## src/llc_consts.svh

```systemverilog
`ifndef LLC_CONSTS_SVH
`define LLC_CONSTS_SVH

// locallink word and remainder widths
`define LL_DATA_W 32
`define LL_REM_W 4

// command header and completion trailer share one length
`define HDR_WORDS 8

// header word carrying the op flags in bits 31..29
`define HDR_FLAG_IDX 4

// header word carrying the source length
`define HDR_LEN_IDX 5

// payload buffer entries
`define FIFO_DEPTH 16

`endif

```

## src/llc_pkg.sv

```systemverilog
`include "llc_consts.svh"

package llc_pkg;

   // header word 4 on the way in, trailer word 4 on the way out
   typedef union packed {
      logic [`LL_DATA_W-1:0] raw;
      struct packed {
         logic                  op_comp;
         logic                  op_decomp;
         logic                  op_copy;
         // set once a copy has completed
         logic                  status;
         logic [`LL_DATA_W-5:0] rsvd;
      } f;
   } cpl_word_u;

endpackage

```

## src/ll_stream_if.sv

```systemverilog
`include "llc_consts.svh"

// payload words between parser, fifo and framer
interface ll_stream_if;

   logic [`LL_DATA_W-1:0] data;
   logic [`LL_REM_W-1:0]  rem;
   logic                  sop;
   logic                  eop;
   logic                  valid;
   logic                  ready;

   // word moves when valid and ready are both high
   modport sender (
      output data,
      output rem,
      output sop,
      output eop,
      output valid,
      input  ready
   );

   modport receiver (
      input  data,
      input  rem,
      input  sop,
      input  eop,
      input  valid,
      output ready
   );

endinterface

```

## src/job_if.sv

```systemverilog
`include "llc_consts.svh"

// one decoded command, parser to framer
interface job_if import llc_pkg::*; ();

   logic                  valid;
   logic                  ready;
   cpl_word_u             flags;
   logic [`LL_DATA_W-1:0] src_len;

   modport sender (
      output valid,
      output flags,
      output src_len,
      input  ready
   );

   modport receiver (
      input  valid,
      input  flags,
      input  src_len,
      output ready
   );

endinterface

```

## src/hdr_parser.sv

```systemverilog
`include "llc_consts.svh"

module hdr_parser
   import llc_pkg::*;
(
   input  logic                  clk,
   input  logic                  rst_n,
   input  logic [`LL_DATA_W-1:0] tx_d,
   input  logic [`LL_REM_W-1:0]  tx_rem,
   input  logic                  tx_sof_n,
   input  logic                  tx_eof_n,
   input  logic                  tx_sop_n,
   input  logic                  tx_eop_n,
   input  logic                  tx_src_rdy_n,
   output logic                  tx_dst_rdy_n,
   ll_stream_if.sender           payload,
   job_if.sender                 job
);

   localparam int CNT_W = $clog2(`HDR_WORDS);
   localparam logic [CNT_W-1:0] FLAG_IDX = CNT_W'(`HDR_FLAG_IDX);
   localparam logic [CNT_W-1:0] LEN_IDX = CNT_W'(`HDR_LEN_IDX);
   localparam logic [CNT_W-1:0] LAST_IDX = CNT_W'(`HDR_WORDS - 1);

   localparam logic [2:0] S_IDLE = 3'd0;
   localparam logic [2:0] S_HDR = 3'd1;
   localparam logic [2:0] S_JOB = 3'd2;
   localparam logic [2:0] S_PAYLOAD = 3'd3;
   localparam logic [2:0] S_END = 3'd4;

   logic [2:0]            state;
   logic [CNT_W-1:0]      hdr_cnt;
   cpl_word_u             flags_q;
   logic [`LL_DATA_W-1:0] len_q;
   logic                  xfer;
   logic                  is_copy;
   logic                  flag_capture;

   assign xfer = !tx_src_rdy_n && !tx_dst_rdy_n;
   assign is_copy = flags_q.f.op_copy;
   assign flag_capture = (state == S_HDR) && xfer && (hdr_cnt == FLAG_IDX);

   // stall the source while the job waits or the fifo is full
   always_comb begin
      case (state)
         S_JOB:     tx_dst_rdy_n = 1'b1;
         S_PAYLOAD: tx_dst_rdy_n = !payload.ready;
         default:   tx_dst_rdy_n = 1'b0;
      endcase
   end

   // payload goes straight into the fifo, only for copy jobs
   assign payload.data = tx_d;
   assign payload.rem = tx_rem;
   assign payload.sop = !tx_sop_n;
   assign payload.eop = !tx_eop_n;
   assign payload.valid = (state == S_PAYLOAD) && is_copy && !tx_src_rdy_n;

   assign job.valid = (state == S_JOB);
   assign job.flags = flags_q;
   assign job.src_len = len_q;

   always_ff @(posedge clk) begin
      if (!rst_n) begin
         state <= S_IDLE;
         hdr_cnt <= '0;
      end else begin
         case (state)
            S_IDLE: begin
               // header word 0 arrives with sof
               if (xfer && !tx_sof_n) begin
                  state <= S_HDR;
                  hdr_cnt <= CNT_W'(1);
               end
            end
            S_HDR: begin
               if (xfer) begin
                  hdr_cnt <= hdr_cnt + 1'b1;
                  if (hdr_cnt == LAST_IDX) begin
                     state <= S_JOB;
                  end
               end
            end
            S_JOB: begin
               if (job.ready) begin
                  state <= S_PAYLOAD;
               end
            end
            S_PAYLOAD: begin
               // eof may ride on the eop word or come later
               if (xfer && !tx_eop_n) begin
                  state <= tx_eof_n ? S_END : S_IDLE;
               end
            end
            S_END: begin
               if (xfer && !tx_eof_n) begin
                  state <= S_IDLE;
               end
            end
            default: state <= S_IDLE;
         endcase
      end
   end

   always_ff @(posedge clk) begin
      if (flag_capture) begin
         flags_q.raw <= tx_d;
      end
      if ((state == S_HDR) && xfer && (hdr_cnt == LEN_IDX)) begin
         len_q <= tx_d;
      end
   end

   a_flags_known: assert property (@(posedge clk) disable iff (!rst_n)
      flag_capture |=> !$isunknown({flags_q.f.op_comp, flags_q.f.op_decomp, flags_q.f.op_copy}));

endmodule

```

## src/payload_fifo.sv

```systemverilog
`include "llc_consts.svh"

module payload_fifo #(
   parameter int DEPTH = `FIFO_DEPTH
) (
   input logic           clk,
   input logic           rst_n,
   ll_stream_if.receiver wr,
   ll_stream_if.sender   rd
);

   localparam int AW = (DEPTH > 1) ? $clog2(DEPTH) : 1;
   localparam int EW = `LL_DATA_W + `LL_REM_W + 2;
   localparam logic [AW-1:0] LAST_PTR = AW'(DEPTH - 1);
   localparam logic [AW:0] FULL_CNT = (AW + 1)'(DEPTH);

   // entry is data, rem, sop, eop
   logic [EW-1:0] mem [DEPTH];
   logic [AW-1:0] wr_ptr;
   logic [AW-1:0] rd_ptr;
   logic [AW:0]   count;
   logic          wr_en;
   logic          rd_en;

   assign wr.ready = (count != FULL_CNT);
   assign rd.valid = (count != '0);
   assign wr_en = wr.valid && wr.ready;
   assign rd_en = rd.valid && rd.ready;

   // head of queue shows directly on the read side
   assign {rd.data, rd.rem, rd.sop, rd.eop} = mem[rd_ptr];

   always_ff @(posedge clk) begin
      if (wr_en) begin
         mem[wr_ptr] <= {wr.data, wr.rem, wr.sop, wr.eop};
      end
   end

   always_ff @(posedge clk) begin
      if (!rst_n) begin
         wr_ptr <= '0;
         rd_ptr <= '0;
         count <= '0;
      end else begin
         if (wr_en) begin
            wr_ptr <= (wr_ptr == LAST_PTR) ? '0 : wr_ptr + 1'b1;
         end
         if (rd_en) begin
            rd_ptr <= (rd_ptr == LAST_PTR) ? '0 : rd_ptr + 1'b1;
         end
         case ({wr_en, rd_en})
            2'b10:   count <= count + 1'b1;
            2'b01:   count <= count - 1'b1;
            default: count <= count;
         endcase
      end
   end

   // a write lands only on a slot that was already read
   a_no_write_full: assert property (@(posedge clk) disable iff (!rst_n)
      wr_en |-> (wr_ptr != rd_ptr || count == '0));

   // a read takes only a slot that was already written
   a_no_read_empty: assert property (@(posedge clk) disable iff (!rst_n)
      rd_en |-> (rd_ptr != wr_ptr || count == FULL_CNT));

endmodule

```

## src/cpl_framer.sv

```systemverilog
`include "llc_consts.svh"

module cpl_framer
   import llc_pkg::*;
(
   input  logic                  clk,
   input  logic                  rst_n,
   ll_stream_if.receiver         payload,
   job_if.receiver               job,
   output logic [`LL_DATA_W-1:0] rx_d,
   output logic [`LL_REM_W-1:0]  rx_rem,
   output logic                  rx_sof_n,
   output logic                  rx_eof_n,
   output logic                  rx_sop_n,
   output logic                  rx_eop_n,
   output logic                  rx_src_rdy_n,
   input  logic                  rx_dst_rdy_n
);

   localparam int CNT_W = $clog2(`HDR_WORDS);
   localparam logic [CNT_W-1:0] FLAG_IDX = CNT_W'(`HDR_FLAG_IDX);
   localparam logic [CNT_W-1:0] LEN_IDX = CNT_W'(`HDR_LEN_IDX);
   localparam logic [CNT_W-1:0] LAST_IDX = CNT_W'(`HDR_WORDS - 1);

   localparam logic [1:0] S_IDLE = 2'd0;
   localparam logic [1:0] S_PAYLOAD = 2'd1;
   localparam logic [1:0] S_TRAILER = 2'd2;

   logic [1:0]            state;
   logic [CNT_W-1:0]      tr_cnt;
   logic                  sof_pend;
   cpl_word_u             flags_q;
   logic [`LL_DATA_W-1:0] len_q;
   cpl_word_u             cpl_w;
   logic [`LL_DATA_W-1:0] tr_word;
   logic                  is_copy;
   logic                  xfer;

   assign is_copy = flags_q.f.op_copy;
   assign xfer = !rx_src_rdy_n && !rx_dst_rdy_n;
   assign job.ready = (state == S_IDLE);
   assign payload.ready = (state == S_PAYLOAD) && !rx_dst_rdy_n;

   // flag echo, status only for a finished copy
   always_comb begin
      cpl_w = '0;
      cpl_w.f.op_comp = flags_q.f.op_comp;
      cpl_w.f.op_decomp = flags_q.f.op_decomp;
      cpl_w.f.op_copy = flags_q.f.op_copy;
      cpl_w.f.status = is_copy;
   end

   always_comb begin
      case (tr_cnt)
         FLAG_IDX: tr_word = cpl_w.raw;
         LEN_IDX:  tr_word = is_copy ? len_q : '0;
         default:  tr_word = '0;
      endcase
   end

   always_comb begin
      rx_d = '0;
      rx_rem = '0;
      rx_sop_n = 1'b1;
      rx_eop_n = 1'b1;
      rx_sof_n = !sof_pend;
      rx_eof_n = 1'b1;
      rx_src_rdy_n = 1'b1;
      case (state)
         S_PAYLOAD: begin
            rx_d = payload.data;
            rx_rem = payload.rem;
            rx_sop_n = !payload.sop;
            rx_eop_n = !payload.eop;
            rx_src_rdy_n = !payload.valid;
         end
         S_TRAILER: begin
            rx_d = tr_word;
            rx_eof_n = (tr_cnt != LAST_IDX);
            rx_src_rdy_n = 1'b0;
         end
         default: begin
            rx_src_rdy_n = 1'b1;
         end
      endcase
   end

   always_ff @(posedge clk) begin
      if (!rst_n) begin
         state <= S_IDLE;
         tr_cnt <= '0;
         sof_pend <= 1'b0;
      end else begin
         case (state)
            S_IDLE: begin
               if (job.valid) begin
                  // no payload to copy for compress or decompress
                  state <= job.flags.f.op_copy ? S_PAYLOAD : S_TRAILER;
                  tr_cnt <= '0;
                  sof_pend <= 1'b1;
               end
            end
            S_PAYLOAD: begin
               if (xfer) begin
                  sof_pend <= 1'b0;
                  if (payload.eop) begin
                     state <= S_TRAILER;
                  end
               end
            end
            S_TRAILER: begin
               if (xfer) begin
                  sof_pend <= 1'b0;
                  tr_cnt <= tr_cnt + 1'b1;
                  if (tr_cnt == LAST_IDX) begin
                     state <= S_IDLE;
                  end
               end
            end
            default: state <= S_IDLE;
         endcase
      end
   end

   always_ff @(posedge clk) begin
      if (job.valid && job.ready) begin
         flags_q <= job.flags;
         len_q <= job.src_len;
      end
   end

   // an offered word stays put through sink back-pressure, fifo head included
   a_hold_on_stall: assert property (@(posedge clk) disable iff (!rst_n)
      (!rx_src_rdy_n && rx_dst_rdy_n) |=> (!rx_src_rdy_n && $stable(rx_d)));

endmodule

```

## src/copy_engine.sv

```systemverilog
`include "llc_consts.svh"

module copy_engine (
   input  logic                  clk,
   input  logic                  rst_n,
   // locallink input frames
   input  logic [`LL_DATA_W-1:0] tx_d,
   input  logic [`LL_REM_W-1:0]  tx_rem,
   input  logic                  tx_sof_n,
   input  logic                  tx_eof_n,
   input  logic                  tx_sop_n,
   input  logic                  tx_eop_n,
   input  logic                  tx_src_rdy_n,
   output logic                  tx_dst_rdy_n,
   // locallink output frames
   output logic [`LL_DATA_W-1:0] rx_d,
   output logic [`LL_REM_W-1:0]  rx_rem,
   output logic                  rx_sof_n,
   output logic                  rx_eof_n,
   output logic                  rx_sop_n,
   output logic                  rx_eop_n,
   output logic                  rx_src_rdy_n,
   input  logic                  rx_dst_rdy_n
);

   ll_stream_if payload_in ();
   ll_stream_if payload_out ();
   job_if job ();

   hdr_parser i_hdr_parser (
      .clk          (clk),
      .rst_n        (rst_n),
      .tx_d         (tx_d),
      .tx_rem       (tx_rem),
      .tx_sof_n     (tx_sof_n),
      .tx_eof_n     (tx_eof_n),
      .tx_sop_n     (tx_sop_n),
      .tx_eop_n     (tx_eop_n),
      .tx_src_rdy_n (tx_src_rdy_n),
      .tx_dst_rdy_n (tx_dst_rdy_n),
      .payload      (payload_in.sender),
      .job          (job.sender)
   );

   payload_fifo #(
      .DEPTH (`FIFO_DEPTH)
   ) i_payload_fifo (
      .clk   (clk),
      .rst_n (rst_n),
      .wr    (payload_in.receiver),
      .rd    (payload_out.sender)
   );

   cpl_framer i_cpl_framer (
      .clk          (clk),
      .rst_n        (rst_n),
      .payload      (payload_out.receiver),
      .job          (job.receiver),
      .rx_d         (rx_d),
      .rx_rem       (rx_rem),
      .rx_sof_n     (rx_sof_n),
      .rx_eof_n     (rx_eof_n),
      .rx_sop_n     (rx_sop_n),
      .rx_eop_n     (rx_eop_n),
      .rx_src_rdy_n (rx_src_rdy_n),
      .rx_dst_rdy_n (rx_dst_rdy_n)
   );

endmodule

```

## config.mk

```make
export PLATFORM = sky130hd
export DESIGN_NAME = copy_engine
export DESIGN_NICKNAME = d
export VERILOG_FILES = /design/src/llc_pkg.sv /design/src/ll_stream_if.sv /design/src/job_if.sv /design/src/hdr_parser.sv /design/src/payload_fifo.sv /design/src/cpl_framer.sv /design/src/copy_engine.sv
export VERILOG_INCLUDE_DIRS = /design/src
export SDC_FILE = /design/constraint.sdc
export NUM_CORES = 1
export LEC_CHECK = 0
export BUFFER_PORTS_ARGS = -buffer_cell sky130_fd_sc_hd__buf_2
export CORE_UTILIZATION = 45
export CTS_BUF_LIST = sky130_fd_sc_hd__clkbuf_8
export CTS_CLUSTER_SIZE = 10
export DETAILED_ROUTE_END_ITERATION = 6
export SYNTH_ARGS = -nofsm -noshare
export SYNTH_HDL_FRONTEND = slang
export SYNTH_SLANG_ARGS = --single-unit
```

## constraint.sdc

```tcl
create_clock -name clk -period 5.95 [get_ports clk]
set_clock_uncertainty 0.15 [all_clocks]
set_input_delay 1.19 -clock clk [delete_from_list [all_inputs] [get_ports clk]]
set_output_delay 1.19 -clock clk [all_outputs]
set_load 0.05 [all_outputs]
```

# After elaboration in Yosys (flattened, before gate mapping)
# Memory sizes are Yosys's and may differ from the RTL's. A register that Yosys moved wholly into a read port is not among the register bits.
# Index checks and enable logic that the tools add are counted.
op_classes:
  muxes: 39
  n_addsub: 6
  n_reduce_logical: 40
  n_eq_ne: 30
ops:
  columns: ["cell", "n"]
  rows:
  - ["case mux 32 bit (2 select lines)", 2]
  - ["2-to-1 mux 32 bit", 1]
  - ["2-to-1 mux 3 bit", 10]
  - ["== test 3 bit (second input constant)", 7]
  - ["2-to-1 mux 4 bit", 5]
  - ["inequality test 2 x 1 -> 1 bit (second input constant)", 9]
  - ["case mux 3 bit (5 select lines)", 1]
  - ["logical AND 1 bit", 14]
  - ["logical NOT 1 bit", 13]
  - ["2-to-1 mux 2 bit", 6]
  - ["case mux 3 bit (2 select lines)", 2]
  - ["case mux 5 bit (2 select lines)", 1]
  - ["AND reduction 3 bit", 3]
  - ["adder 4 x 1 -> 4 bit (second input constant)", 2]
  - ["== test 4 bit (second input constant)", 2]
  - ["nonzero test 2 bit", 4]
  - ["2-to-1 mux 1 bit", 7]
  - ["adder 3 x 1 -> 3 bit (second input constant)", 2]
  - ["== test 3 x 2 -> 1 bit (second input constant)", 2]
  - ["inequality test 2 bit (second input constant)", 3]
  - ["case mux 1 bit (2 select lines)", 3]
  - ["case mux 2 bit (3 select lines)", 1]
  - ["AND reduction 6 bit", 1]
  - ["adder 5 x 1 -> 5 bit (second input constant)", 1]
  - ["11 further kinds", 13]
totals:
  register_bits: 153
  out_inout_bits: 42
  wordCells: 128
  mem_count: 1
  inputBits: 44
  ram_bits: 608
mem_list:
  columns: ["name", "depth", "word_bits", "read_ports", "rd_ports_with_merged_regs", "write_ports", "line_no", "rtl"]
  rows:
  - ["i_payload_fifo.mem", 16, 38, 1, 1, 1, "payload_fifo.sv:18", "logic [EW-1:0] mem [DEPTH];"]

# Depth between registers and ports, before layout
# Gate-level depths: netlist of run 1.
logic_depth:
  word_depth: 8
  depth_mapped: 14

# By module
# Synthesis of run 1 repeated with hierarchy kept, for this count alone.
unflattened:
  cells_unflattened: 1285
  hier_area_um2: 28407.2
modules_own_cells:
  columns: ["module", "n_inst", "area_per_inst_um2", "cells_each"]
  rows:
  - ["payload_fifo", 1, 23787.8, 957]
  - ["hdr_parser", 1, 2643.8, 154]
  - ["cpl_framer", 1, 1975.6, 174]

# Worst setup path after synthesis of run 1
# Ideal clock, no wire load.
synth_timing:
  path_type: "in2reg"
  start: "input tx_src_rdy_n"
  end: "memory i_payload_fifo.mem[3][0] (netlist bit) (enable)"
  required_ns: 5.320
  t_arrival_ns: 4.422
  cell_stages: 3
  n_path_buf: 0
  setup_slack_ns: 0.898
  cell_sequence: "a2111oi_4 -> nand2_1 -> nor3_1"
synth_via:
  elab_chain_cells: 5
synth_lines:
  columns: ["item", "line_no", "rtl"]
  rows:
  - ["start, declared", "copy_engine.sv:13", "input logic tx_src_rdy_n,"]
  - ["logical NOT 1 bit", "hdr_parser.sv:57", "assign payload.valid = (state == S_PAYLOAD) && is_copy && !tx_src_rdy_n;"]
  - ["logical AND 1 bit", "hdr_parser.sv:57", null]
  - ["logical AND 1 bit", "payload_fifo.sv:27", "assign wr_en = wr.valid && wr.ready;"]
  - ["2-to-1 mux 1 bit", "payload_fifo.sv:34", "if (wr_en) begin"]
  - ["2-to-1 mux 1 bit (implied by the code)", "payload_fifo.sv:35", "mem[wr_ptr] <= {wr.data, wr.rem, wr.sop, wr.eop};"]
  - ["end, declared", "payload_fifo.sv:18", null]
# Every way passes these cells.

==> results of run 1 <==
[worst max path at each step]
stage                             from                                 end  slack (ns)  cells after the start
final                         register                             rx_d[9]        1.07                      5
after floorplan           tx_src_rdy_n  i_payload_fifo.mem[3][0]$_DFFE_PP_        0.90                      3
after global routing          register                            rx_d[14]        0.87                      5
after global placement        register                            rx_d[14]        1.72                      5
after detailed placement      register                            rx_d[14]        1.73                      5
after CTS                     register                            rx_d[14]        0.94                      5
[metal layers]
metal	vias to the layer above	GRT usage, %
met5	-	0
met4	2	5.81
met3	93	4.07
met2	417	32.8
met1	6890	29.3
li1	5487	-
[per-stage QoR]
| stage | util (%) | instances |
|---|---|---|
| final | 51.8 | 2244 |
| after global routing | 51.8 | 2243 |
| after CTS | 51.8 | 2241 |
| after detailed placement | 48.5 | 2042 |
| after global placement | 48.5 | 2042 |
| after floorplan | - | 1210 |
[logic make-up (layout without fill, tap and decap cells)]
kind of cell             count (synthesis)  count (layout)  synth area share [%]
AO/OA/AOI/OAI                           88              88                  2.51
XOR/XNOR                                 5               5                 0.161
adder cells (fa/ha/maj)                 21              21                 0.965
buffers and inverters                   84             342                  1.44
flip-flops                             707             707                  76.9
multiplexers                           203             203                  16.1
other                                    0               3                     0
AND/OR/NAND/NOR                        102             102                  1.90
[power by group]
part	internal, µW	switching, µW	total (µW)	leakage, µW
registers	5460	8.41	5470	0.00633
logic	32.6	127	159	0.00215
clock network	1820	1860	3680	0.00115
[registers in the layout, indices dropped and copies added (netlist names), named ones only]
| signal | count |
|---|---|
| i_hdr_parser.job.flags | 3 |
| i_cpl_framer.flags_q | 3 |
| i_cpl_framer.sof_pend | 1 |
| i_cpl_framer.len_q | 32 |
| i_payload_fifo.count | 5 |
| i_cpl_framer.state | 2 |
| i_cpl_framer.tr_cnt | 3 |
| i_hdr_parser.state | 3 |
| i_payload_fifo.rd_ptr | 4 |
| i_hdr_parser.job.src_len | 32 |
| i_hdr_parser.hdr_cnt | 3 |
| i_payload_fifo.mem | 608 |
| i_payload_fifo.wr_ptr | 4 |
[cell usage after synthesis (4+ instances only)]
library cell and instances:
edfxtp_1 678, mux4_2 187, clkbuf_1 40, nor2_1 34, a32o_1 29, dfxtp_1 29, ha_1 21, inv_1 20
nand2_1 19, a21oi_1 18, mux2i_1 15, buf_2 14, o21ai_0 10, buf_6 8, nand3_1 7, nor3_1 7
and2_1 5, nand2b_1 5, o21ai_1 5, xor2_1 5, and3_1 4
[cell type report]
class                   count  area [µm²]  area share (%)
flip-flops and latches    707       21000            68.1
multi-input cells         419        6010            19.5
clock buffers             114        1570            5.10
well taps                 773         967            3.14
repair buffers            123         786            2.55
clock inverters            85         398            1.29
inverters                  20        75.1           0.244
diodes                      3        7.51          0.0244
==> results.toml, run 1 <==
[status]
status = "complete, no violations"

[sta]
tightestPinTransition_ns = 0.948
tns_ns = 0
min_period_over_period_pct = 82.1
setup_viol = 0
timing.slew.headroom_pct = 36.7
timing_max_transition_violations_final = 0
timing.final.ws_setup_ns = 1.07
report.final.hold_viol_count = 0
finalWorstPathRequiredPeriod_ns = 4.88
fin_worst_hold_slack_ns = 0.257
rsz0062_at_grt = "false"
timing.fmax_mhz = 205

[cts]
cts_tree = "yes"
cts-htree-levels = 3
worst_skew_pair.late_latency_ns = 0.70
cts_made_buffers = 113
clkSinkCount = 707
clockRootBuffer = "clkbuf_8"
post_cts_hold_buffer_count = 0
post_cts.resized_instances = 0
clk_transition_reported_paths_ns = 0.06
post_cts.repair.setup_buffers = 0
clock_tree.buffer_depth = 3

[route]
ant_nets = 0
totalWireLength_um = 61700
dr_total_vias = 12900
highest-signal-layer = "met5"
route.detailed.vias_per_inst = 5.74
routedWlPerCell_um = 27.5
remaining_drc_errors = 0
detailroute.wirelength.met2_um = 29900
wl_met1_um = 27000
detail_route.iter0.violations = 1095
met3RoutedLength_um = 3660
drt_pass1_iterations = 5

[place]
dpl_worst_slack_ns = 1.73
placement.io_buffers = 85
place_hpwl_um = 31400
gp_congestion = 0.743
dpl_cell_area_um2 = 28800

[min_path]
number_of_cells_on_the_worst_hold_path = 0
worstHoldStart = "i_hdr_parser.job.src_len[6]$_DFFE_PP_"
holdCritPathClass = "register to register"
hold_end = "i_cpl_framer.len_q[6]$_DFFE_PP_"

[worst_setup_path]
r2r-start = "i_cpl_framer.state[1]$_SDFFE_PN0P_"
crit_path_top_delay_cell = "dfxtp_4"
timing.reg2reg.worst_path_depth = 12
cp-end-kind = "output pin"
cp-start-kind = "register"
setup.worst_path.class = "register to output pin"
worstPathMaxFanout = 38
critPathMaxStageDelay_ns = 0.83
timing.critical_path.buf_inv = 2
timing.critical_path.arrival_ns = 3.54
r2r-end = "i_payload_fifo.count[4]$_SDFFE_PN0P_"
critical-path-top-delay-family = "multiplexers"
r2r_setup_slack_ns = 2.10
critical_path_required_ns = 4.61
worst_path_most_repeated_cell = "mux4_2"
crit_path_cell_trace = "buf_12 -> mux4_2 -> mux4_2 -> a32o_1 -> buf_2"

[layout]
count_of_fill_cells_added_during_filler_insertion = 4611
finish.net_count = 1449
layout.cell_area.non_filler_um2 = 30800
mostFrequentLayoutCells = "edfxtp_1 (678), mux4_2 (187), clkbuf_8 (114), buf_2 (85), inv_1 (60)"
area_growth_syn_to_layout_pct = 13.0
fraction_of_layout_instances_using_a_drive_strength_above_1_pct = 32.0
mostFrequentLayoutCell = "edfxtp_1"

[grt]
grt_usage_pct = 20.7
grt_antenna_before_repair = 4
grt_pass1_wl_um = 89800
grt.overflow.total = 0
via_count_of_the_first_global_routing_pass = 13500
grt_start_max_net_pins = 49

[logic_synthesis]
most_common_flop_cell_mapped_by_yosys = "edfxtp_1"
yosys_warnings = 0
synth_area_leader_cell = "edfxtp_1"
postSynth.asyncResetShare_pct = 0
netlist_area_um2 = 27200
netlist_top_cells_area = "edfxtp_1 (75%), mux4_2 (15%), dfxtp_1 (2.1%), a32o_1 (1.1%), ha_1 (0.97%)"
synth.distinct_cells = 52
number_of_synthesized_flops_with_an_enable_pin = 678
synth-seq-area-share_pct = 76.9
yosys_register_bits = 707
synth_nets = 1275
synth_cells = 1210
avgSynthCellArea_um2 = 22.5
synth.top_cell.area_share_pct = 74.8

[power]
power.total_uw = 9300
power.static_leakage_uw = 0.00963
power.density_cell_area_nw_per_um2 = 302
vdd.ir_drop.worst_mv = 0.149

[flow_run]
maxCapViolations = 0

[floorplan]
fp.dieW_um = 248
start_util_pct = 45.9
die_y_um = 248
fp-row-count = 89
die_area_um2 = 61500
core-area_um2 = 59400
io_pins = 86
Power figures use the tool's default switching activity.
==> run 2, diff against run 1 <==
--- a/config.mk
+++ b/config.mk
@@ -6,6 +6,7 @@
 export SDC_FILE = /design/constraint.sdc
 export NUM_CORES = 1
 export LEC_CHECK = 0
+export ABC_AREA = 1
 export BUFFER_PORTS_ARGS = -buffer_cell sky130_fd_sc_hd__buf_2
 export CORE_UTILIZATION = 45
 export CTS_BUF_LIST = sky130_fd_sc_hd__clkbuf_8
==> constraint.sdc (replaced) <==
create_clock -name clk -period 4.2 [get_ports clk]
set_clock_uncertainty 0.15 [all_clocks]
set_input_delay 0.84 -clock clk [delete_from_list [all_inputs] [get_ports clk]]
set_output_delay 0.84 -clock clk [all_outputs]
set_load 0.05 [all_outputs]
==> run 2 against run 1 <==
Non-clock buffer count rose by 16. Clock-buffer cell count rose by 4. Highest routed layer unchanged. Largest cell class unchanged. Via count rose by 37%. Register-to-register slack got worse by 0.99 ns. Utilization rose by 0.29 points. Routed wire length rose by 17%. First-iteration DRC count rose by 48%.
==> results.toml, run 2 <==
[layout]
max_reg_flops = 608
finish.net_count = 2265
mostFrequentLayoutCells = "edfxtp_1 (678), nor2_1 (327), o21ai_0 (297), nand2_1 (174), o221ai_1 (123)"
register_containing_the_most_flip_flops_in_the_final_layout = "i_payload_fifo.mem"
mostFrequentLayoutCell = "edfxtp_1"
area_growth_syn_to_layout_pct = 13.4
final_core_utilization_pct = 52.1
fraction_of_layout_instances_using_a_drive_strength_above_1_pct = 14.1

[worst_setup_path]
timing.critical_path.arrival_ns = 2.99
cp-end-kind = "output pin"
crit_path_top_delay_cell = "dfxtp_4"
worst_path_most_repeated_cell = "nand2_1"
critical-path-top-delay-family = "buffers and inverters"
worstPathMaxFanout = 121
r2r_setup_slack_ns = 1.11
cp-start-kind = "register"
timing.critical_path.buf_inv = 3
setup.worst_path.class = "register to output pin"
critical_path_required_ns = 3.21
critPathMaxStageDelay_ns = 0.43
crit_path_cell_trace = "inv_16 -> buf_4 -> o21ai_0 -> o221ai_1 -> nand3_1 -> nand2_1 -> nand2_1 -> a21oi_2 -> buf_2"

[grt]
groute.layer.met1.usage_pct = 29.9
grt_start_max_net_pins = 182
grt.overflow.total = 0
met3_usage_pct = 3.28
busiest_layer = "met2"
via_count_of_the_first_global_routing_pass = 17700
grt_usage_pct = 22.6
grt_antenna_before_repair = 2
gr-usage-met2_pct = 38.4
grt_pass1_wl_um = 106000

[cts]
cts-htree-levels = 3
clockRootBuffer = "clkbuf_8"
cts_tree = "yes"
cts_made_buffers = 113
clk_transition_reported_paths_ns = 0.07
clkSinkCount = 707
clock_tree.buffer_depth = 3
worst_skew_pair.late_latency_ns = 0.70

[power]
power.static_leakage_uw = 0.0106
power.total_uw = 13900
vdd.ir_drop.worst_mv = 0.216
power.density_cell_area_nw_per_um2 = 438

[status]
status = "complete, no violations"

[floorplan]
fp-row-count = 90
core-area_um2 = 60800
die_area_um2 = 63100
start_util_pct = 46.0
io_pins = 86
fp.dieW_um = 251
die_y_um = 251

[route]
remaining_drc_errors = 0
totalWireLength_um = 72100
drt_pass1_iterations = 5
ant_nets = 0
dr_total_vias = 17700
detail_route.iter0.violations = 1617
route.detailed.vias_per_inst = 5.75
routedWlPerCell_um = 23.5

[flow_run]
maxCapViolations = 0

[sta]
timing.slew.headroom_pct = 27.6
tns_ns = 0
min_period_over_period_pct = 94.8
rsz0062_at_grt = "false"
timing_max_transition_violations_final = 0
finalWorstPathRequiredPeriod_ns = 3.98
timing.fmax_mhz = 251
tightestPinTransition_ns = 1.09
fin_worst_hold_slack_ns = 0.266
setup_viol = 0
report.final.hold_viol_count = 0

[logic_synthesis]
synthMostInstantiatedCell = "edfxtp_1"
synth_nets = 2147
post_synth_fa_ha_maj_area_fraction_pct = 0.940
synth_area_leader_cell = "edfxtp_1"
yosys_register_bits = 707
yosys.area_share.xor_xnor_pct = 0.157
most_common_flop_cell_mapped_by_yosys = "edfxtp_1"
avgSynthCellArea_um2 = 13.4
number_of_synthesized_flops_with_an_enable_pin = 678
ys_top_cells_by_count = "edfxtp_1 (678), nor2_1 (345), o21ai_0 (297)"
yosys.area_share.simple_pct = 8.63
synth.distinct_cells = 36
postSynth.asyncResetShare_pct = 0
yosys_warnings = 0
synth-seq-area-share_pct = 74.9
combinational_family_with_the_most_area_after_synthesis = "compound AO/OA/AOI/OAI gates"
synth_mux_area_share_pct = 0
synth.top_cell.area_share_pct = 72.8
synth_cells = 2082
netlist_top_cells_area = "edfxtp_1 (73%), o21ai_0 (5.3%), nor2_1 (4.6%), o221ai_1 (3.9%), nand2_1 (2.3%)"
netlist_area_um2 = 28000
synth_compound_area_share_pct = 12.0

[place]
placement.io_buffers = 85
gp_congestion = 0.758
place_hpwl_um = 35500

[min_path]
holdCritPathClass = "register to register"
-- run 2: cell types whose count changed after synthesis, sizes merged, moves of 23 or more --
cell and change:
nand2 +155, inv +39, mux4 -187, a21oi +39, o221ai +123, clkbuf +38, o21ai +298, o22ai +24
o211ai +23, nand3 +63, buf +34, a32o -29, nor2 +311
-- run 2: cell type report --
class                      instances  area [µm²]
inverter                          59         243
multi-input combinational       1180        6220
sequential                       707       21000
timing repair buffer             139        1140
antenna                            1        2.50
fill                            5145       29100
clock inverter                    87         539
tap                              782         978
clock buffer                     118        1620
-- run 2: repair_timing --
| item | 4_1_cts | 5_1_grt |
|---|---|---|
| gates cloned | 0 | 2 |
| setup buffers | 0 | 0 |
| hold buffers | 0 | 0 |
| resized for setup | 4 | 4 |
| setup endpoints to repair | 2 | 15 |
-- run 2: where the power goes --
| part | switching (µW) | total [µW] | internal [µW] |
|---|---|---|---|
| Clock | 2650 | 5660 | 3020 |
| Combinational | 349 | 453 | 104 |
| Sequential | 23.2 | 7770 | 7750 |
| Total | 3020 | 13900 | 10900 |
-- run 2: routing by layer --
metal	share of wire, %	wire length [µm]	vias to the layer above
met3	6.0	4310	92
li1	-	-	8049
met2	49	35400	558
met4	2.0	1420	2
met5	0.012	9	-
met1	43	30900	8963
-- run 2: worst paths after layout --
check | start | to | cells past startpoint
max | register | rx_d[21] | 9
min | i_hdr_parser.job.src_len[14]$_DFFE_PP_ | i_cpl_framer.len_q[14]$_DFFE_PP_ | 0
max reg2reg | i_cpl_framer.state[1]$_SDFFE_PN0P_ | i_payload_fifo.count[4]$_SDFFE_PN0P_ | 17
min reg2reg | i_hdr_parser.job.src_len[14]$_DFFE_PP_ | i_cpl_framer.len_q[14]$_DFFE_PP_ | 0
-- run 2: per-stage QoR --
stage                     instances  area, µm²  setup WS (ns)
after floorplan                2082      28000          0.579
after global placement         2865      29400          0.761
after detailed placement       2865      29400          0.737
after CTS                      3070      31600        0.00102
after global routing           3073      31700       0.000596
final                          3073      31700          0.217
-- run 2: cells by family after synthesis --
family                     Yosys count
DFF                                707
buffers and inverters              195
AOI/OAI and AO/OA                  550
and+or+nand+nor                    604
xor gates and xnor gates             5
adders and majority gates           21
==> run 3, diff against run 2 <==
--- a/config.mk
+++ b/config.mk
@@ -6,7 +6,6 @@
 export SDC_FILE = /design/constraint.sdc
 export NUM_CORES = 1
 export LEC_CHECK = 0
-export ABC_AREA = 1
 export BUFFER_PORTS_ARGS = -buffer_cell sky130_fd_sc_hd__buf_2
 export CORE_UTILIZATION = 45
 export CTS_BUF_LIST = sky130_fd_sc_hd__clkbuf_8
==> run 3 against run 2 <==
Critical path depth decreased by 4. Critical endpoint is now rx_d[23]. Largest cell class unchanged. Sequential power is essentially flat. Non-clock buffer count rose by 20. Largest power group unchanged. Routed wire length fell by 13%.
==> results.toml, run 3 (synthesis gave the netlist of run 1 again) <==
[worst_setup_path]
worst_path_most_repeated_cell = "mux4_2"
cp-end-kind = "output pin"
worstPathMaxFanout = 21
setup.worst_path.class = "register to output pin"
timing.critical_path.arrival_ns = 3.09
cp-start-kind = "register"
critical_path_required_ns = 3.21
critPathMaxStageDelay_ns = 0.54
crit_path_top_delay_cell = "mux4_2"
crit_path_cell_trace = "buf_12 -> mux4_2 -> mux4_2 -> a32o_1 -> buf_2"

[place]
place_hpwl_um = 33400
gp_congestion = 0.748
placement.io_buffers = 85
dpl_worst_slack_ns = 0.701
post-place-cells = 2064

[power]
power.static_leakage_uw = 0.00987
vdd.ir_drop.worst_mv = 0.293
power.density_cell_area_nw_per_um2 = 426

[floorplan]
fp-row-count = 89
die_area_um2 = 61500
start_util_pct = 45.9
core-area_um2 = 59400
io_pins = 86
die_y_um = 248
fp.dieW_um = 248

[cts]
cts-htree-levels = 3
clk_transition_reported_paths_ns = 0.06
clock_tree.buffer_depth = 3
clkSinkCount = 707
post_cts_hold_buffer_count = 0
cts_made_buffers = 112
cts_tree = "yes"
clockRootBuffer = "clkbuf_8"
worst_skew_pair.late_latency_ns = 0.70

[sta]
finalWorstPathRequiredPeriod_ns = 4.08
tightestPinTransition_ns = 0.839
tns_ns = 0
timing_max_transition_violations_final = 0
rsz0062_at_grt = "false"
min_period_over_period_pct = 97.1
timing.slew.headroom_pct = 44.0
setup_viol = 0
timing.final.ws_setup_ns = 0.123
timing.fmax_mhz = 245
report.final.hold_viol_count = 0

[layout]
finish.net_count = 1484
stdcell_count = 2274
area_growth_syn_to_layout_pct = 15.0
fraction_of_layout_instances_using_a_drive_strength_above_1_pct = 33.7
seq_area_um2 = 21000
register_containing_the_most_flip_flops_in_the_final_layout = "i_payload_fifo.mem"
max_reg_flops = 608
count_of_fill_cells_added_during_filler_insertion = 4607
final_core_utilization_pct = 52.7
multi_input_comb_area_um2 = 6040
mostFrequentLayoutCell = "edfxtp_1"
mostFrequentLayoutCells = "edfxtp_1 (678), mux4_2 (187), clkbuf_8 (116), buf_2 (85), inv_1 (58)"

[route]
remaining_drc_errors = 0
routedWlPerCell_um = 27.5
totalWireLength_um = 62400
route.detailed.vias_per_inst = 5.74
dr_total_vias = 13000
ant_nets = 0
detail_route.iter0.violations = 958
drt_pass1_iterations = 5

[grt]
grt_start_max_net_pins = 45
grt_usage_pct = 20.7
grt_antenna_before_repair = 4
grt.overflow.total = 0
grt_pass1_wl_um = 89600
via_count_of_the_first_global_routing_pass = 13400

[flow_run]
maxCapViolations = 0

[status]
status = "complete, no violations"

[min_path]
holdCritPathClass = "register to register"
run 3: changes by cell type in the layout (fill, tap and decap cells not counted), sizes merged, moves of 15 or more:
cell,previous run,this run
o22ai,24,0
nand3,70,7
o211ai,25,2
nand2,174,19
mux4,0,187
o221ai,123,0
a32o,0,29
mux2i,0,15
nor2,345,34
a21oi,57,18
buf,137,158
o21ai,313,15
inv,93,61
run 3: per-layer routing:
metal	track usage [%]	routed length (µm)
met5	0	23
met4	5.81	1130
met3	4.27	4060
met2	33.9	30600
met1	28.4	26600
run 3: what timing repair did:
item | in CTS | in global routing
setup endpoints to repair | 21 | 8
gates cloned | 0 | 1
buffers inserted | 3 | 10
resized for setup | 1 | 1
run 3: where the power goes:
part | switching, µW | internal, µW | leakage [µW] | total, µW
logic | 177 | 45.9 | 0.00237 | 223
clock network | 2590 | 2790 | 0.00117 | 5370
registers | 11.3 | 7730 | 0.00633 | 7740
run 3: final timing paths:
kind	cells past startpoint	to	startpoint	slack (ns)
worst max register to register	12	i_payload_fifo.count[4]$_SDFFE_PN0P_	i_hdr_parser.state[0]$_SDFFE_PN0P_	0.70
worst max-delay path	5	rx_d[23]	register	0.12
worst min register to register	0	i_cpl_framer.flags_q[30]$_DFFE_PP_	i_hdr_parser.job.flags[30]$_DFFE_PP_	0.26
worst min-delay path	0	i_cpl_framer.flags_q[30]$_DFFE_PP_	i_hdr_parser.job.flags[30]$_DFFE_PP_	0.26
run 3: worst max-delay path: cells and delay by family (launching register included):
family,cells,cell delay [ns]
AOI/OAI and AO/OA,1,0.31
buffers and inverters,2,0.47
DFF,1,0.50
muxes,2,1.07
run 3: final cells by class:
cell class / instances / share of cell area (%)
repair buffers: 159 / 3.93
multi-input cells: 419 / 19.3
clock inverters: 79 / 1.40
well taps: 773 / 3.09
clock buffers: 116 / 5.10
flip-flops and latches: 707 / 66.9
diodes: 1 / 0.00800
inverters: 20 / 0.240
run 3: through the flow:
step	area, µm²	total power, µW	hold slack (ns)
floorplan	27200	7980	0.250
global placement	29100	8100	0.251
detailed placement	29100	8110	0.255
CTS	31200	13500	0.211
global route	31300	13800	0.245
finish	31300	13300	0.263
